==> src/hdl/rv_pkg.sv <==
`default_nettype none

package rv_pkg;

    localparam int XLEN = 32;
    localparam int ILEN = 32;
    localparam int NREG = 32;

    typedef logic [XLEN-1:0]         xlen_t;
    typedef logic [ILEN-1:0]         inst_t;
    typedef logic [$clog2(NREG)-1:0] reg_idx_t;

    // arithmetic group first, then the branch compares
    typedef enum logic [4:0] {
        ALU_ADD    = 5'd0,
        ALU_SUB    = 5'd1,
        ALU_SLL    = 5'd2,
        ALU_SLT    = 5'd3,
        ALU_SLTU   = 5'd4,
        ALU_XOR    = 5'd5,
        ALU_SRL    = 5'd6,
        ALU_SRA    = 5'd7,
        ALU_OR     = 5'd8,
        ALU_AND    = 5'd9,
        ALU_PASS_B = 5'd10,
        ALU_EQ     = 5'd16,
        ALU_NE     = 5'd17,
        ALU_LT     = 5'd18,
        ALU_GE     = 5'd19,
        ALU_LTU    = 5'd20,
        ALU_GEU    = 5'd21
    } alu_op_e;

    typedef enum logic {
        SRC1_RS1 = 1'b0,
        SRC1_PC  = 1'b1
    } src1_sel_e;

    typedef enum logic [1:0] {
        SRC2_RS2  = 2'd0,
        SRC2_IMM  = 2'd1,
        SRC2_FOUR = 2'd2
    } src2_sel_e;

    // major opcodes, instr[6:0]
    localparam logic [6:0] OPC_OP     = 7'b0110011;
    localparam logic [6:0] OPC_OP_IMM = 7'b0010011;
    localparam logic [6:0] OPC_LUI    = 7'b0110111;
    localparam logic [6:0] OPC_AUIPC  = 7'b0010111;
    localparam logic [6:0] OPC_JAL    = 7'b1101111;
    localparam logic [6:0] OPC_JALR   = 7'b1100111;
    localparam logic [6:0] OPC_BRANCH = 7'b1100011;

endpackage

`default_nettype wire

==> src/hdl/core_id_ex.sv <==
`timescale 1ns/1ps
`default_nettype none

module core_id_ex (
    input  wire logic          clk,
    input  wire logic          rst_n,
    input  wire logic          instr_valid_i,
    input  wire rv_pkg::inst_t instr_i,
    input  wire rv_pkg::xlen_t pc_i,
    output logic               wb_en_o,
    output rv_pkg::reg_idx_t   wb_rd_o,
    output rv_pkg::xlen_t      wb_data_o,
    output logic               redirect_o,
    output rv_pkg::xlen_t      target_o
);
    import rv_pkg::*;

    // decode side
    reg_idx_t  rs1_idx;
    reg_idx_t  rs2_idx;
    xlen_t     rs1_data;
    xlen_t     rs2_data;
    xlen_t     id_pc;
    inst_t     id_instr;
    xlen_t     id_imm;
    alu_op_e   id_aluctr;
    src1_sel_e id_src1sel;
    src2_sel_e id_src2sel;
    logic      id_is_jal;
    logic      id_is_jalr;
    logic      id_is_brc;
    logic      id_wben;

    // execute side
    xlen_t     ex_pc;
    inst_t     ex_instr;
    xlen_t     ex_imm;
    xlen_t     ex_rs1;
    xlen_t     ex_rs2;
    alu_op_e   ex_aluctr;
    logic      ex_is_jalr;
    logic      ex_is_jal;
    logic      ex_is_brc;
    src1_sel_e ex_src1sel;
    src2_sel_e ex_src2sel;
    logic      ex_wben;
    reg_idx_t  ex_rs1_idx;
    reg_idx_t  ex_rs2_idx;

    id_decode u_id_decode (
        .instr_valid_i (instr_valid_i),
        .instr_i       (instr_i),
        .pc_i          (pc_i),
        .rs1_idx_o     (rs1_idx),
        .rs2_idx_o     (rs2_idx),
        .pc_o          (id_pc),
        .instr_o       (id_instr),
        .imm_o         (id_imm),
        .aluctr_o      (id_aluctr),
        .src1sel_o     (id_src1sel),
        .src2sel_o     (id_src2sel),
        .is_jal_o      (id_is_jal),
        .is_jalr_o     (id_is_jalr),
        .is_brc_o      (id_is_brc),
        .wben_o        (id_wben)
    );

    // written from the registered execute result
    reg_file u_reg_file (
        .clk        (clk),
        .rst_n      (rst_n),
        .rs1_idx_i  (rs1_idx),
        .rs2_idx_i  (rs2_idx),
        .rs1_data_o (rs1_data),
        .rs2_data_o (rs2_data),
        .we_i       (wb_en_o),
        .wr_idx_i   (wb_rd_o),
        .wr_data_i  (wb_data_o)
    );

    ex_reg u_ex_reg (
        .clk              (clk),
        .rst_n            (rst_n),
        .pc_ex_reg_i      (id_pc),
        .instr_ex_reg_i   (id_instr),
        .imm_ex_reg_i     (id_imm),
        .rs1_ex_reg_i     (rs1_data),
        .rs2_ex_reg_i     (rs2_data),
        .aluctr_ex_reg_i  (id_aluctr),
        .is_jalr_ex_reg_i (id_is_jalr),
        .is_jal_ex_reg_i  (id_is_jal),
        .is_brc_ex_reg_i  (id_is_brc),
        .src1sel_ex_reg_i (id_src1sel),
        .src2sel_ex_reg_i (id_src2sel),
        .wben_ex_reg_i    (id_wben),
        .rs1_idx_ex_reg_i (rs1_idx),
        .rs2_idx_ex_reg_i (rs2_idx),
        .pc_ex_reg_o      (ex_pc),
        .instr_ex_reg_o   (ex_instr),
        .imm_ex_reg_o     (ex_imm),
        .rs1_ex_reg_o     (ex_rs1),
        .rs2_ex_reg_o     (ex_rs2),
        .aluctr_ex_reg_o  (ex_aluctr),
        .is_jalr_ex_reg_o (ex_is_jalr),
        .is_jal_ex_reg_o  (ex_is_jal),
        .is_brc_ex_reg_o  (ex_is_brc),
        .src1sel_ex_reg_o (ex_src1sel),
        .src2sel_ex_reg_o (ex_src2sel),
        .wben_ex_reg_o    (ex_wben),
        .rs1_idx_ex_reg_o (ex_rs1_idx),
        .rs2_idx_ex_reg_o (ex_rs2_idx)
    );

    ex_stage u_ex_stage (
        .clk        (clk),
        .rst_n      (rst_n),
        .pc_i       (ex_pc),
        .instr_i    (ex_instr),
        .imm_i      (ex_imm),
        .rs1_i      (ex_rs1),
        .rs2_i      (ex_rs2),
        .aluctr_i   (ex_aluctr),
        .is_jalr_i  (ex_is_jalr),
        .is_jal_i   (ex_is_jal),
        .is_brc_i   (ex_is_brc),
        .src1sel_i  (ex_src1sel),
        .src2sel_i  (ex_src2sel),
        .wben_i     (ex_wben),
        .rs1_idx_i  (ex_rs1_idx),
        .rs2_idx_i  (ex_rs2_idx),
        .wb_en_o    (wb_en_o),
        .wb_rd_o    (wb_rd_o),
        .wb_data_o  (wb_data_o),
        .redirect_o (redirect_o),
        .target_o   (target_o)
    );

endmodule

`default_nettype wire

==> src/hdl/ex_reg.sv <==
`timescale 1ns/1ps
`default_nettype none

module ex_reg (
    input  wire logic              clk,
    input  wire logic              rst_n,
    input  wire rv_pkg::xlen_t     pc_ex_reg_i,
    input  wire rv_pkg::inst_t     instr_ex_reg_i,
    input  wire rv_pkg::xlen_t     imm_ex_reg_i,
    input  wire rv_pkg::xlen_t     rs1_ex_reg_i,
    input  wire rv_pkg::xlen_t     rs2_ex_reg_i,
    input  wire rv_pkg::alu_op_e   aluctr_ex_reg_i,
    input  wire logic              is_jalr_ex_reg_i,
    input  wire logic              is_jal_ex_reg_i,
    input  wire logic              is_brc_ex_reg_i,
    input  wire rv_pkg::src1_sel_e src1sel_ex_reg_i,
    input  wire rv_pkg::src2_sel_e src2sel_ex_reg_i,
    input  wire logic              wben_ex_reg_i,
    input  wire rv_pkg::reg_idx_t  rs1_idx_ex_reg_i,
    input  wire rv_pkg::reg_idx_t  rs2_idx_ex_reg_i,
    output rv_pkg::xlen_t          pc_ex_reg_o,
    output rv_pkg::inst_t          instr_ex_reg_o,
    output rv_pkg::xlen_t          imm_ex_reg_o,
    output rv_pkg::xlen_t          rs1_ex_reg_o,
    output rv_pkg::xlen_t          rs2_ex_reg_o,
    output rv_pkg::alu_op_e        aluctr_ex_reg_o,
    output logic                   is_jalr_ex_reg_o,
    output logic                   is_jal_ex_reg_o,
    output logic                   is_brc_ex_reg_o,
    output rv_pkg::src1_sel_e      src1sel_ex_reg_o,
    output rv_pkg::src2_sel_e      src2sel_ex_reg_o,
    output logic                   wben_ex_reg_o,
    output rv_pkg::reg_idx_t       rs1_idx_ex_reg_o,
    output rv_pkg::reg_idx_t       rs2_idx_ex_reg_o
);
    import rv_pkg::*;

    // data fields of the instruction in execute
    always_ff @(posedge clk or negedge rst_n) begin
        if (!rst_n) begin
            pc_ex_reg_o      <= '0;
            instr_ex_reg_o   <= '0;
            imm_ex_reg_o     <= '0;
            rs1_ex_reg_o     <= '0;
            rs2_ex_reg_o     <= '0;
            rs1_idx_ex_reg_o <= '0;
            rs2_idx_ex_reg_o <= '0;
        end else begin
            pc_ex_reg_o      <= pc_ex_reg_i;
            instr_ex_reg_o   <= instr_ex_reg_i;
            imm_ex_reg_o     <= imm_ex_reg_i;
            rs1_ex_reg_o     <= rs1_ex_reg_i;
            rs2_ex_reg_o     <= rs2_ex_reg_i;
            rs1_idx_ex_reg_o <= rs1_idx_ex_reg_i;
            rs2_idx_ex_reg_o <= rs2_idx_ex_reg_i;
        end
    end

    // control fields, reset gives a bubble
    always_ff @(posedge clk or negedge rst_n) begin
        if (!rst_n) begin
            aluctr_ex_reg_o  <= ALU_ADD;
            is_jalr_ex_reg_o <= 1'b0;
            is_jal_ex_reg_o  <= 1'b0;
            is_brc_ex_reg_o  <= 1'b0;
            src1sel_ex_reg_o <= SRC1_RS1;
            src2sel_ex_reg_o <= SRC2_RS2;
            wben_ex_reg_o    <= 1'b0;
        end else begin
            aluctr_ex_reg_o  <= aluctr_ex_reg_i;
            is_jalr_ex_reg_o <= is_jalr_ex_reg_i;
            is_jal_ex_reg_o  <= is_jal_ex_reg_i;
            is_brc_ex_reg_o  <= is_brc_ex_reg_i;
            src1sel_ex_reg_o <= src1sel_ex_reg_i;
            src2sel_ex_reg_o <= src2sel_ex_reg_i;
            wben_ex_reg_o    <= wben_ex_reg_i;
        end
    end

endmodule

`default_nettype wire

==> src/hdl/ex_stage.sv <==
`timescale 1ns/1ps
`default_nettype none

module ex_stage (
    input  wire logic              clk,
    input  wire logic              rst_n,
    input  wire rv_pkg::xlen_t     pc_i,
    input  wire rv_pkg::inst_t     instr_i,
    input  wire rv_pkg::xlen_t     imm_i,
    input  wire rv_pkg::xlen_t     rs1_i,
    input  wire rv_pkg::xlen_t     rs2_i,
    input  wire rv_pkg::alu_op_e   aluctr_i,
    input  wire logic              is_jalr_i,
    input  wire logic              is_jal_i,
    input  wire logic              is_brc_i,
    input  wire rv_pkg::src1_sel_e src1sel_i,
    input  wire rv_pkg::src2_sel_e src2sel_i,
    input  wire logic              wben_i,
    input  wire rv_pkg::reg_idx_t  rs1_idx_i,
    input  wire rv_pkg::reg_idx_t  rs2_idx_i,
    output logic                   wb_en_o,
    output rv_pkg::reg_idx_t       wb_rd_o,
    output rv_pkg::xlen_t          wb_data_o,
    output logic                   redirect_o,
    output rv_pkg::xlen_t          target_o
);
    import rv_pkg::*;

    xlen_t rs1_fwd;
    xlen_t rs2_fwd;
    xlen_t op_a;
    xlen_t op_b;
    xlen_t alu_res;
    xlen_t jalr_sum;
    xlen_t target;
    logic  redirect;

    // previous instruction has not reached the register file yet
    assign rs1_fwd = (wb_en_o && wb_rd_o == rs1_idx_i) ? wb_data_o : rs1_i;
    assign rs2_fwd = (wb_en_o && wb_rd_o == rs2_idx_i) ? wb_data_o : rs2_i;

    assign op_a = (src1sel_i == SRC1_PC) ? pc_i : rs1_fwd;

    always_comb begin
        case (src2sel_i)
            SRC2_IMM:  op_b = imm_i;
            SRC2_FOUR: op_b = xlen_t'(4);
            default:   op_b = rs2_fwd;
        endcase
    end

    // compares leave their result in bit 0
    always_comb begin
        case (aluctr_i)
            ALU_ADD:    alu_res = op_a + op_b;
            ALU_SUB:    alu_res = op_a - op_b;
            ALU_SLL:    alu_res = op_a << op_b[4:0];
            ALU_SLT:    alu_res = xlen_t'($signed(op_a) < $signed(op_b));
            ALU_SLTU:   alu_res = xlen_t'(op_a < op_b);
            ALU_XOR:    alu_res = op_a ^ op_b;
            ALU_SRL:    alu_res = op_a >> op_b[4:0];
            ALU_SRA:    alu_res = xlen_t'($signed(op_a) >>> op_b[4:0]);
            ALU_OR:     alu_res = op_a | op_b;
            ALU_AND:    alu_res = op_a & op_b;
            ALU_PASS_B: alu_res = op_b;
            ALU_EQ:     alu_res = xlen_t'(op_a == op_b);
            ALU_NE:     alu_res = xlen_t'(op_a != op_b);
            ALU_LT:     alu_res = xlen_t'($signed(op_a) < $signed(op_b));
            ALU_GE:     alu_res = xlen_t'($signed(op_a) >= $signed(op_b));
            ALU_LTU:    alu_res = xlen_t'(op_a < op_b);
            ALU_GEU:    alu_res = xlen_t'(op_a >= op_b);
            default:    alu_res = '0;
        endcase
    end

    // jalr target with bit 0 cleared
    assign jalr_sum = rs1_fwd + imm_i;
    assign target   = is_jalr_i ? {jalr_sum[XLEN-1:1], 1'b0} : pc_i + imm_i;
    assign redirect = is_jal_i || is_jalr_i || (is_brc_i && alu_res[0]);

    always_ff @(posedge clk or negedge rst_n) begin
        if (!rst_n) begin
            wb_en_o    <= 1'b0;
            wb_rd_o    <= '0;
            wb_data_o  <= '0;
            redirect_o <= 1'b0;
            target_o   <= '0;
        end else begin
            wb_en_o    <= wben_i;
            wb_rd_o    <= wben_i ? instr_i[11:7] : '0;
            wb_data_o  <= wben_i ? alu_res : '0;
            redirect_o <= redirect;
            target_o   <= redirect ? target : '0;
        end
    end

endmodule

`default_nettype wire

==> src/hdl/id_decode.sv <==
`timescale 1ns/1ps
`default_nettype none

module id_decode (
    input  wire logic              instr_valid_i,
    input  wire rv_pkg::inst_t     instr_i,
    input  wire rv_pkg::xlen_t     pc_i,
    output rv_pkg::reg_idx_t       rs1_idx_o,
    output rv_pkg::reg_idx_t       rs2_idx_o,
    output rv_pkg::xlen_t          pc_o,
    output rv_pkg::inst_t          instr_o,
    output rv_pkg::xlen_t          imm_o,
    output rv_pkg::alu_op_e        aluctr_o,
    output rv_pkg::src1_sel_e      src1sel_o,
    output rv_pkg::src2_sel_e      src2sel_o,
    output logic                   is_jal_o,
    output logic                   is_jalr_o,
    output logic                   is_brc_o,
    output logic                   wben_o
);
    import rv_pkg::*;

    logic [6:0] opcode;
    logic [2:0] funct3;
    logic       alt;
    logic       f7_ok;
    logic       shift;
    logic       writes;
    reg_idx_t   rd;
    xlen_t      imm_i;
    xlen_t      imm_u;
    xlen_t      imm_j;
    xlen_t      imm_b;
    alu_op_e    op_alu;
    alu_op_e    op_brc;

    assign opcode = instr_i[6:0];
    assign funct3 = instr_i[14:12];
    assign alt    = instr_i[30];
    assign rd     = instr_i[11:7];

    assign rs1_idx_o = instr_i[19:15];
    assign rs2_idx_o = instr_i[24:20];
    assign pc_o      = pc_i;
    assign instr_o   = instr_i;

    assign imm_i = {{20{instr_i[31]}}, instr_i[31:20]};
    assign imm_u = {instr_i[31:12], 12'b0};
    assign imm_j = {{12{instr_i[31]}}, instr_i[19:12], instr_i[20], instr_i[30:21], 1'b0};
    assign imm_b = {{20{instr_i[31]}}, instr_i[7], instr_i[30:25], instr_i[11:8], 1'b0};

    // funct7 is zero, or 0x20 for sub and sra
    assign f7_ok = (instr_i[31:25] == 7'h00) ||
                   (instr_i[31:25] == 7'h20 && (funct3 == 3'b000 || funct3 == 3'b101));
    assign shift = (funct3[1:0] == 2'b01);

    // shared by OP and OP-IMM, no subtract on the immediate form
    always_comb begin
        case (funct3)
            3'b000:  op_alu = (alt && opcode == OPC_OP) ? ALU_SUB : ALU_ADD;
            3'b001:  op_alu = ALU_SLL;
            3'b010:  op_alu = ALU_SLT;
            3'b011:  op_alu = ALU_SLTU;
            3'b100:  op_alu = ALU_XOR;
            3'b101:  op_alu = alt ? ALU_SRA : ALU_SRL;
            3'b110:  op_alu = ALU_OR;
            default: op_alu = ALU_AND;
        endcase
    end

    always_comb begin
        case (funct3)
            3'b000:  op_brc = ALU_EQ;
            3'b001:  op_brc = ALU_NE;
            3'b100:  op_brc = ALU_LT;
            3'b101:  op_brc = ALU_GE;
            3'b110:  op_brc = ALU_LTU;
            default: op_brc = ALU_GEU;
        endcase
    end

    always_comb begin
        imm_o     = '0;
        aluctr_o  = ALU_ADD;
        src1sel_o = SRC1_RS1;
        src2sel_o = SRC2_RS2;
        is_jal_o  = 1'b0;
        is_jalr_o = 1'b0;
        is_brc_o  = 1'b0;
        writes    = 1'b0;
        case (opcode)
            OPC_OP: begin
                aluctr_o = op_alu;
                writes   = f7_ok;
            end
            OPC_OP_IMM: begin
                imm_o     = imm_i;
                aluctr_o  = op_alu;
                src2sel_o = SRC2_IMM;
                writes    = !shift || f7_ok;
            end
            OPC_LUI: begin
                imm_o     = imm_u;
                aluctr_o  = ALU_PASS_B;
                src2sel_o = SRC2_IMM;
                writes    = 1'b1;
            end
            OPC_AUIPC: begin
                imm_o     = imm_u;
                src1sel_o = SRC1_PC;
                src2sel_o = SRC2_IMM;
                writes    = 1'b1;
            end
            // jumps write the link value pc + 4
            OPC_JAL: begin
                imm_o     = imm_j;
                src1sel_o = SRC1_PC;
                src2sel_o = SRC2_FOUR;
                is_jal_o  = 1'b1;
                writes    = 1'b1;
            end
            OPC_JALR: begin
                imm_o     = imm_i;
                src1sel_o = SRC1_PC;
                src2sel_o = SRC2_FOUR;
                is_jalr_o = (funct3 == 3'b000);
                writes    = (funct3 == 3'b000);
            end
            OPC_BRANCH: begin
                imm_o    = imm_b;
                aluctr_o = op_brc;
                is_brc_o = (funct3[2:1] != 2'b01);
            end
            default: ;
        endcase
        // invalid cycle becomes a bubble
        if (!instr_valid_i) begin
            is_jal_o  = 1'b0;
            is_jalr_o = 1'b0;
            is_brc_o  = 1'b0;
            writes    = 1'b0;
        end
    end

    // x0 is never written, a jump to x0 still redirects
    assign wben_o = writes && (rd != '0);

endmodule

`default_nettype wire

==> src/hdl/reg_file.sv <==
`timescale 1ns/1ps
`default_nettype none

module reg_file (
    input  wire logic             clk,
    input  wire logic             rst_n,
    input  wire rv_pkg::reg_idx_t rs1_idx_i,
    input  wire rv_pkg::reg_idx_t rs2_idx_i,
    output rv_pkg::xlen_t         rs1_data_o,
    output rv_pkg::xlen_t         rs2_data_o,
    input  wire logic             we_i,
    input  wire rv_pkg::reg_idx_t wr_idx_i,
    input  wire rv_pkg::xlen_t    wr_data_i
);
    import rv_pkg::*;

    // x0 has no storage
    xlen_t regs [1:NREG-1];

    always_ff @(posedge clk or negedge rst_n) begin
        if (!rst_n) begin
            for (int i = 1; i < NREG; i++) begin
                regs[i] <= '0;
            end
        end else if (we_i && wr_idx_i != '0) begin
            regs[wr_idx_i] <= wr_data_i;
        end
    end

    // write-through, a read in the writing cycle sees the new value
    always_comb begin
        if (rs1_idx_i == '0) begin
            rs1_data_o = '0;
        end else if (we_i && wr_idx_i == rs1_idx_i) begin
            rs1_data_o = wr_data_i;
        end else begin
            rs1_data_o = regs[rs1_idx_i];
        end
    end

    always_comb begin
        if (rs2_idx_i == '0) begin
            rs2_data_o = '0;
        end else if (we_i && wr_idx_i == rs2_idx_i) begin
            rs2_data_o = wr_data_i;
        end else begin
            rs2_data_o = regs[rs2_idx_i];
        end
    end

endmodule

`default_nettype wire

==> config.mk <==
export PLATFORM = sky130hd
export DESIGN_NAME = core_id_ex
export DESIGN_NICKNAME = d
export VERILOG_FILES = /design/src/hdl/rv_pkg.sv /design/src/hdl/core_id_ex.sv /design/src/hdl/ex_reg.sv /design/src/hdl/ex_stage.sv /design/src/hdl/id_decode.sv /design/src/hdl/reg_file.sv
export SDC_FILE = /design/constraint.sdc
export NUM_CORES = 2
export LEC_CHECK = 0
export BUFFER_PORTS_ARGS = -buffer_cell sky130_fd_sc_hd__buf_4
export CAP_MARGIN = 10
export CORE_MARGIN = 2
export CORE_UTILIZATION = 40
export CTS_BUF_LIST = sky130_fd_sc_hd__clkbuf_8
export CTS_CLUSTER_SIZE = 30
export DETAILED_ROUTE_END_ITERATION = 6
export SYNTH_ARGS = -nofsm -noshare
export SYNTH_HDL_FRONTEND = slang
export SYNTH_SLANG_ARGS = --single-unit
==> constraint.sdc <==
create_clock -name clk -period 7.65 [get_ports clk]
set_input_delay 1.53 -clock clk [delete_from_list [all_inputs] [get_ports clk]]
set_output_delay 1.53 -clock clk [all_outputs]
set_load 0.01 [all_outputs]
Yosys cells after proc, flatten, opt, wreduce, memory -nomap -nowiden

Cells that the tools add are included.

$add $sub $neg: 4
Magnitude comparators: 8
Equality and inequality tests: 40
Shifts and indexed selects: 3
Mux-type cells: 38
Bitwise logic cells: 6
Reduce and logical (&&, ||, !) cells: 32

Operators by type and width:

| cell                 | count |
|---|---|
| $bwmux W992          | 1 |
| $mux W32             | 15 |
| $pmux W32 S15        | 1 |
| $bmux W32 S5         | 2 |
| $demux W32 S5        | 1 |
| $pmux W32 S4         | 1 |
| $add A32 B32 Y32     | 3 |
| $ge A32 B32 Y1       | 2 |
| $lt A32 B32 Y1       | 2 |
| $pmux W32 S2         | 1 |
| $pmux W5 S7          | 1 |
| $and A32 B32 Y32     | 1 |
| $eq A32 B32 Y1       | 1 |
| $ne A32 B32 Y1       | 1 |
| $or A32 B32 Y32      | 1 |
| $shl A32 B5 Y32      | 1 |
| $shr A32 B5 Y32      | 1 |
| $sshr A32 B5 Y32     | 1 |
| $sub A32 B32 Y32     | 1 |
| $xor A32 B32 Y32     | 1 |
| $eq A5 B5 Y1 const B | 6 |
| $eq A7 B6 Y1 const B | 3 |
| $eq A7 B7 Y1 const B | 3 |
| $eq A5 B3 Y1 const B | 4 |
| 29 further kinds     | 76 |

Flip-flop bits (word level): 1,225
Input bits: 67
Output and inout bits: 71
Logic and storage cells: 181

Depth between registers and ports, before layout

Word-level depth: 9
Depth in mapped cells: 24
Gate-level depth less buffers: 19

Hierarchy

Synthesis repeated with hierarchy kept, for this count alone.

Cells, all modules: 6,385
Area total of the unflattened synthesis: 76,816.2 um^2

By module, submodules not included:

| module    | instances | cells an instance | area each (um^2) | sequential area each (um^2) |
|---|---|---|---|---|
| reg_file  | 1         | 3,653             | 53,532.6         | 24,823.8 |
| ex_stage  | 1         | 2,372             | 17,506.8         | 1,776.7 |
| ex_reg    | 1         | 182               | 4,554.4          | 4,554.4 |
| id_decode | 1         | 178               | 1,222.4          | 0.0 |

Least setup slack after synthesis

OpenSTA, ideal clock, no wires.

Path type: flip-flop to flip-flop
Start: register u_ex_stage.wb_rd_o[4]
End: register u_ex_stage.target_o[2]
Setup time: 0.122 ns
Data arrival time: 5.492 ns
Required time: 7.528 ns
Slack: 2.037 ns
Cell stages (with the launch flop): 24
Path buffers: 5
Period minus slack after synthesis: 5.613 ns
Cells stage by stage: dfrtp_1 > buf_6 > xor2_2 > nor4_4 > and3_1 > buf_2 > buf_1 > mux2_2 > a22oi_1 > inv_1 > ha_1 > buf_2 > or3_1 > nor3_2 > nand3_1 > or4_1 > xor2_1 > a21oi_1 > nor3_1 > a211o_1 > a21oi_1 > a21bo_4 > buf_6 > a32o_1

Cells in the longest elaborated chain, start to end: 9
Elaborated cells on any way between the ends: 28

Ends and longest elaborated chain:

| item                                            | line                           | source |
|---|---|---|
| from (decl)                                     | ex_stage.sv:22                 | `output rv_pkg::reg_idx_t wb_rd_o,` |
| from (signal assigned)                          | ex_stage.sv:90                 | `wb_rd_o <= wben_i ? instr_i[11:7] : '0;` |
| $eq A5 B5 Y1 (on tied branches)                 | ex_stage.sv:40, ex_stage.sv:39 |  |
| $logic_and A1 B1 Y1 (on tied branches)          | ex_stage.sv:40, ex_stage.sv:39 |  |
| $mux W32 (on tied branches)                     | ex_stage.sv:40, ex_stage.sv:39 |  |
| $pmux W32 S2 / $mux W32 (equally long branches) | ex_stage.sv:45, ex_stage.sv:42 |  |
| $sub A32 B32 Y32 (tied with other cells)        | ex_stage.sv:56                 | `ALU_SUB: alu_res = op_a - op_b;` |
| $pmux W32 S15                                   | ex_stage.sv:54                 | `case (aluctr_i)` |
| $logic_and A1 B1 Y1                             | ex_stage.sv:79                 | `assign redirect = is_jal_i \|\| is_jalr_i \|\| (is_brc_i && alu_res[0]);` |
| $logic_or A1 B1 Y1                              | ex_stage.sv:79                 |  |
| $mux W32 (*)                                    | ex_stage.sv:93                 | `target_o <= redirect ? target : '0;` |
| to (signal assigned)                            | ex_stage.sv:93                 |  |
| to (decl)                                       | ex_stage.sv:25                 | `output rv_pkg::xlen_t target_o` |

Every way passes the cells marked *; elsewhere a longest branch is shown, timed or not.
A chain may end at the register's enable or synchronous reset.

Worst setup path after layout

Start: register u_ex_stage.wb_rd_o[3]
End: register u_ex_stage.target_o[8]

The elaborated chain is that of the path after synthesis.

==> impl_metrics.env <==
export IMPL_status="finished clean"
export IMPL_synth_top_area_share_pct=41.0
export IMPL_gp_congestion=1.04
export IMPL_grt_ovfl_total=0
export IMPL_cts_buffer_depth=3
export IMPL_seq_area_mm2=0.0305
export IMPL_min_path_cells=1
export IMPL_ir_worst_vdd_mv=0.196
export IMPL_nets=6201
export IMPL_drive_gt1_share_pct=38.6
export IMPL_cts_setup_buffers=0
export IMPL_crit_cells=18
export IMPL_initial_utilization_pct=40.2
export IMPL_rsz0062_at_grt="false"
export IMPL_yosysWarnings=0
export IMPL_tightest_slew_ns=1.26
export IMPL_setup_viol=0
export IMPL_cts_buffers=210
export IMPL_yosysSeqAreaShare_pct=41.0
export IMPL_critical_path_required_ns=8.49
export IMPL_ant_nets=0
export IMPL_wl_per_cell_um=33.8
export IMPL_drt_wl_total_um=291000
export IMPL_die_area_mm2=0.189
export IMPL_cts_hold_buf=0
export IMPL_p_per_area_mw_per_mm2=167
export IMPL_pin_count=138
export IMPL_fp_dieW_um=435
export IMPL_multi_input_area_mm2=0.0414
export IMPL_synthArstFlopShare_pct=100
export IMPL_max_stage_delay_ns=0.70
export IMPL_skew_ns=0.0630
export IMPL_crit_path_cell_trace="xor2_1, nor4_4, and3_1, buf_12, mux2_2, a22oi_1, inv_1, ha_1, nor4b_1, nand3_1, or4_1, xor2_1, a21oi_1, nor3_1, a211o_1, a21oi_1, a21bo_4, a32o_1"
export IMPL_hold_slack_ns=0.465
export IMPL_coreArea_mm2=0.185
export IMPL_yosysMostFrequentCell="dfrtp_1"
export IMPL_cts_tree="done"
export IMPL_postSynthAreaPerCell_um2=12.4
export IMPL_setup_slack_ns=1.09
export IMPL_post_cts_resized=0
export IMPL_drv_cap=0
export IMPL_synth_cells=6017
export IMPL_fp_row_count=158
export IMPL_fin_crit_sh_pct=85.7
export IMPL_grt_pass1_wl_um=416000
export IMPL_slowest_stage="dfrtp_1"
export IMPL_io_buffer_count=137
export IMPL_grt_max_degree=173
export IMPL_critPathArrivalTime_ns=7.40
export IMPL_drcViolationCount=0
export IMPL_fmax_mhz=152
export IMPL_slew_headroom_pct=15.4
export IMPL_area_delta_synth_final_pct=11.0
export IMPL_synth_seq_cells=1218
export IMPL_cp_start_kind="flip-flop"
export IMPL_critPathBufInv=2
export IMPL_drt_iter0_markers=5617
export IMPL_die_h_um=435
export IMPL_cts_sinks=1218
export IMPL_fillCellCount=17000
export IMPL_antenna_found_initial=5
export IMPL_vias_per_cell=6.44
export IMPL_htree_levels=4
export IMPL_r2r_worst_path_cells=18
export IMPL_synth_area_mm2=0.0744
export IMPL_post_place_ws_ns=1.25
export IMPL_yosys_top_cells_count="dfrtp_1, mux2_2, mux4_2"
export IMPL_crit_fanout=32
export IMPL_stdcell_area_mm2=0.0826
export IMPL_fin_crit_ns=6.56
export IMPL_path_class="reg -> reg"
export IMPL_crit_family="simple AND/OR/NAND/NOR gates"
export IMPL_clk_latency_ns=1.00
export IMPL_synth_area_leaders="dfrtp_1, mux4_2, mux2_2, ha_1, mux2i_1"
export IMPL_synthFlopType="dfrtp_1"
export IMPL_hpwl_um=189000
export IMPL_p_leak_nw=38.2
export IMPL_hold_class="reg -> reg"
export IMPL_critical_path_endpoint_type="flip-flop"
export IMPL_root_buffer="clkbuf_8"
export IMPL_gr_usage_all_layers_pct=30.3
export IMPL_yosysUniqueCellTypes=94
export IMPL_synth_edff_count=0
export IMPL_place_area_mm2=0.0782
export IMPL_slew_viol_final=0
export IMPL_clk_pin_slew_ns=0.06
export IMPL_syn_nets=6248
export IMPL_grt_pass1_vias=56000
export IMPL_dr_pass1_iters=6
export IMPL_fin_tns_setup_ns=0
export IMPL_vias=55600
export IMPL_synth_top_area_cell="dfrtp_1"
export IMPL_hold_viol_final=0
## worst reg2reg max path, cell delays in order, from the launching register on
cell and delay [ns]:
dfrtp_1 0.70, xor2_1 0.19, nor4_4 0.37, and3_1 0.53
buf_12 0.25, mux2_2 0.37, a22oi_1 0.31, inv_1 0.09
ha_1 0.46, nor4b_1 0.57, nand3_1 0.31, or4_1 0.67
xor2_1 0.19, a21oi_1 0.15, nor3_1 0.06, a211o_1 0.31
a21oi_1 0.13, a21bo_4 0.40, a32o_1 0.37
## metal layers
layer  routed length (µm)  global-route usage, %
met3                22000                   5.93
met4                20200                   18.4
met1               114000                   38.7
met5                   13                      0
met2               135000                   47.7
## power breakdown
part	total, mW	internal, mW	leakage [nW]	switching [mW]
logic	1.10	0.351	18.8	0.752
clock network	6.17	3.23	2.51	2.93
registers	6.50	6.46	16.9	0.0393
## cell type report
type / count / area share (%)
Multi-Input combinational cell: 4080 / 50.1
Sequential cell: 1218 / 36.9
Clock buffer: 264 / 4.40
Tap cell: 2480 / 3.76
Timing Repair Buffer: 326 / 3.35
Clock inverter: 121 / 0.863
Inverter: 134 / 0.609
Antenna cell: 5 / 0.0151
## cell families (layout without fill, tap and decap cells)
family                   count (synthesis)  count (layout)  share of synthesized area, %
AO/OA/AOI/OAI                         1145            1145                          10.2
adder cells (fa/ha/maj)                164             164                          2.80
AND/OR/NAND/NOR                        870             870                          5.27
flip-flops                            1218            1218                          41.0
XOR/XNOR                                91              91                          1.08
multiplexers                          1810            1810                          35.8
other                                    0               5                             0
buffers and inverters                  719             845                          3.82
## path summary, 6_finish.rpt
path	slack, ns	end	start
min in group asynchronous	0.59	u_reg_file.regs[713]	rst_n
max in group asynchronous	5.46	u_reg_file.regs[48]	rst_n
hold reg to reg	0.46	u_ex_stage.wb_rd_o[4]	u_ex_reg.instr_ex_reg_o[11]
setup / recovery	1.09	u_ex_stage.target_o[8]	u_ex_stage.wb_rd_o[3]
hold / removal	0.46	u_ex_stage.wb_rd_o[4]	u_ex_reg.instr_ex_reg_o[11]
setup reg to reg	1.09	u_ex_stage.target_o[8]	u_ex_stage.wb_rd_o[3]
## flip-flops by register name, summed over array words and instances, names as in the netlist, 5 cells and up
register	count
u_reg_file.regs	992
u_ex_reg.imm_ex_reg_o	32
u_ex_reg.pc_ex_reg_o	32
u_ex_reg.rs1_ex_reg_o	32
u_ex_reg.rs2_ex_reg_o	32
u_ex_stage.target_o	32
u_ex_stage.wb_data_o	32
u_ex_reg.aluctr_ex_reg_o	5
u_ex_reg.instr_ex_reg_o	5
u_ex_reg.rs1_idx_ex_reg_o	5
u_ex_reg.rs2_idx_ex_reg_o	5
u_ex_stage.wb_rd_o	5
## cell usage in the layout (no fill, tap or decap), types with 22 or more instances in the layout
master	instances
ha_1	160
buf_12	23
a21o_1	67
dfrtp_1	1215
o211ai_1	35
nor2_1	305
mux4_2	576
o21bai_1	27
a22o_1	67
xnor2_1	57
o21ai_0	188
a22oi_1	67
nor2b_1	22
inv_1	192
a211oi_1	42
o221ai_1	32
a41oi_1	25
nand2_1	250
xor2_1	30
nand2b_1	48
clkinv_2	40
clkbuf_8	264
mux2i_1	177
nand3_1	42
nor3_1	47
mux2_2	1055
a21oi_1	328
a31oi_1	71
o22ai_1	30
buf_4	298
## per-stage QoR
step / power (mW) / utilization (%) / std cells
2_1_floorplan: 7.20 / - / 6017
3_3_place_gp: 7.71 / 42.3 / 8238
3_5_place_dp: 7.71 / 42.3 / 8238
4_1_cts: 13.9 / 44.6 / 8623
5_1_grt: 14.3 / 44.6 / 8624
6_report: 13.8 / 44.6 / 8628
Note: power is estimated with default switching activity, not from simulation.
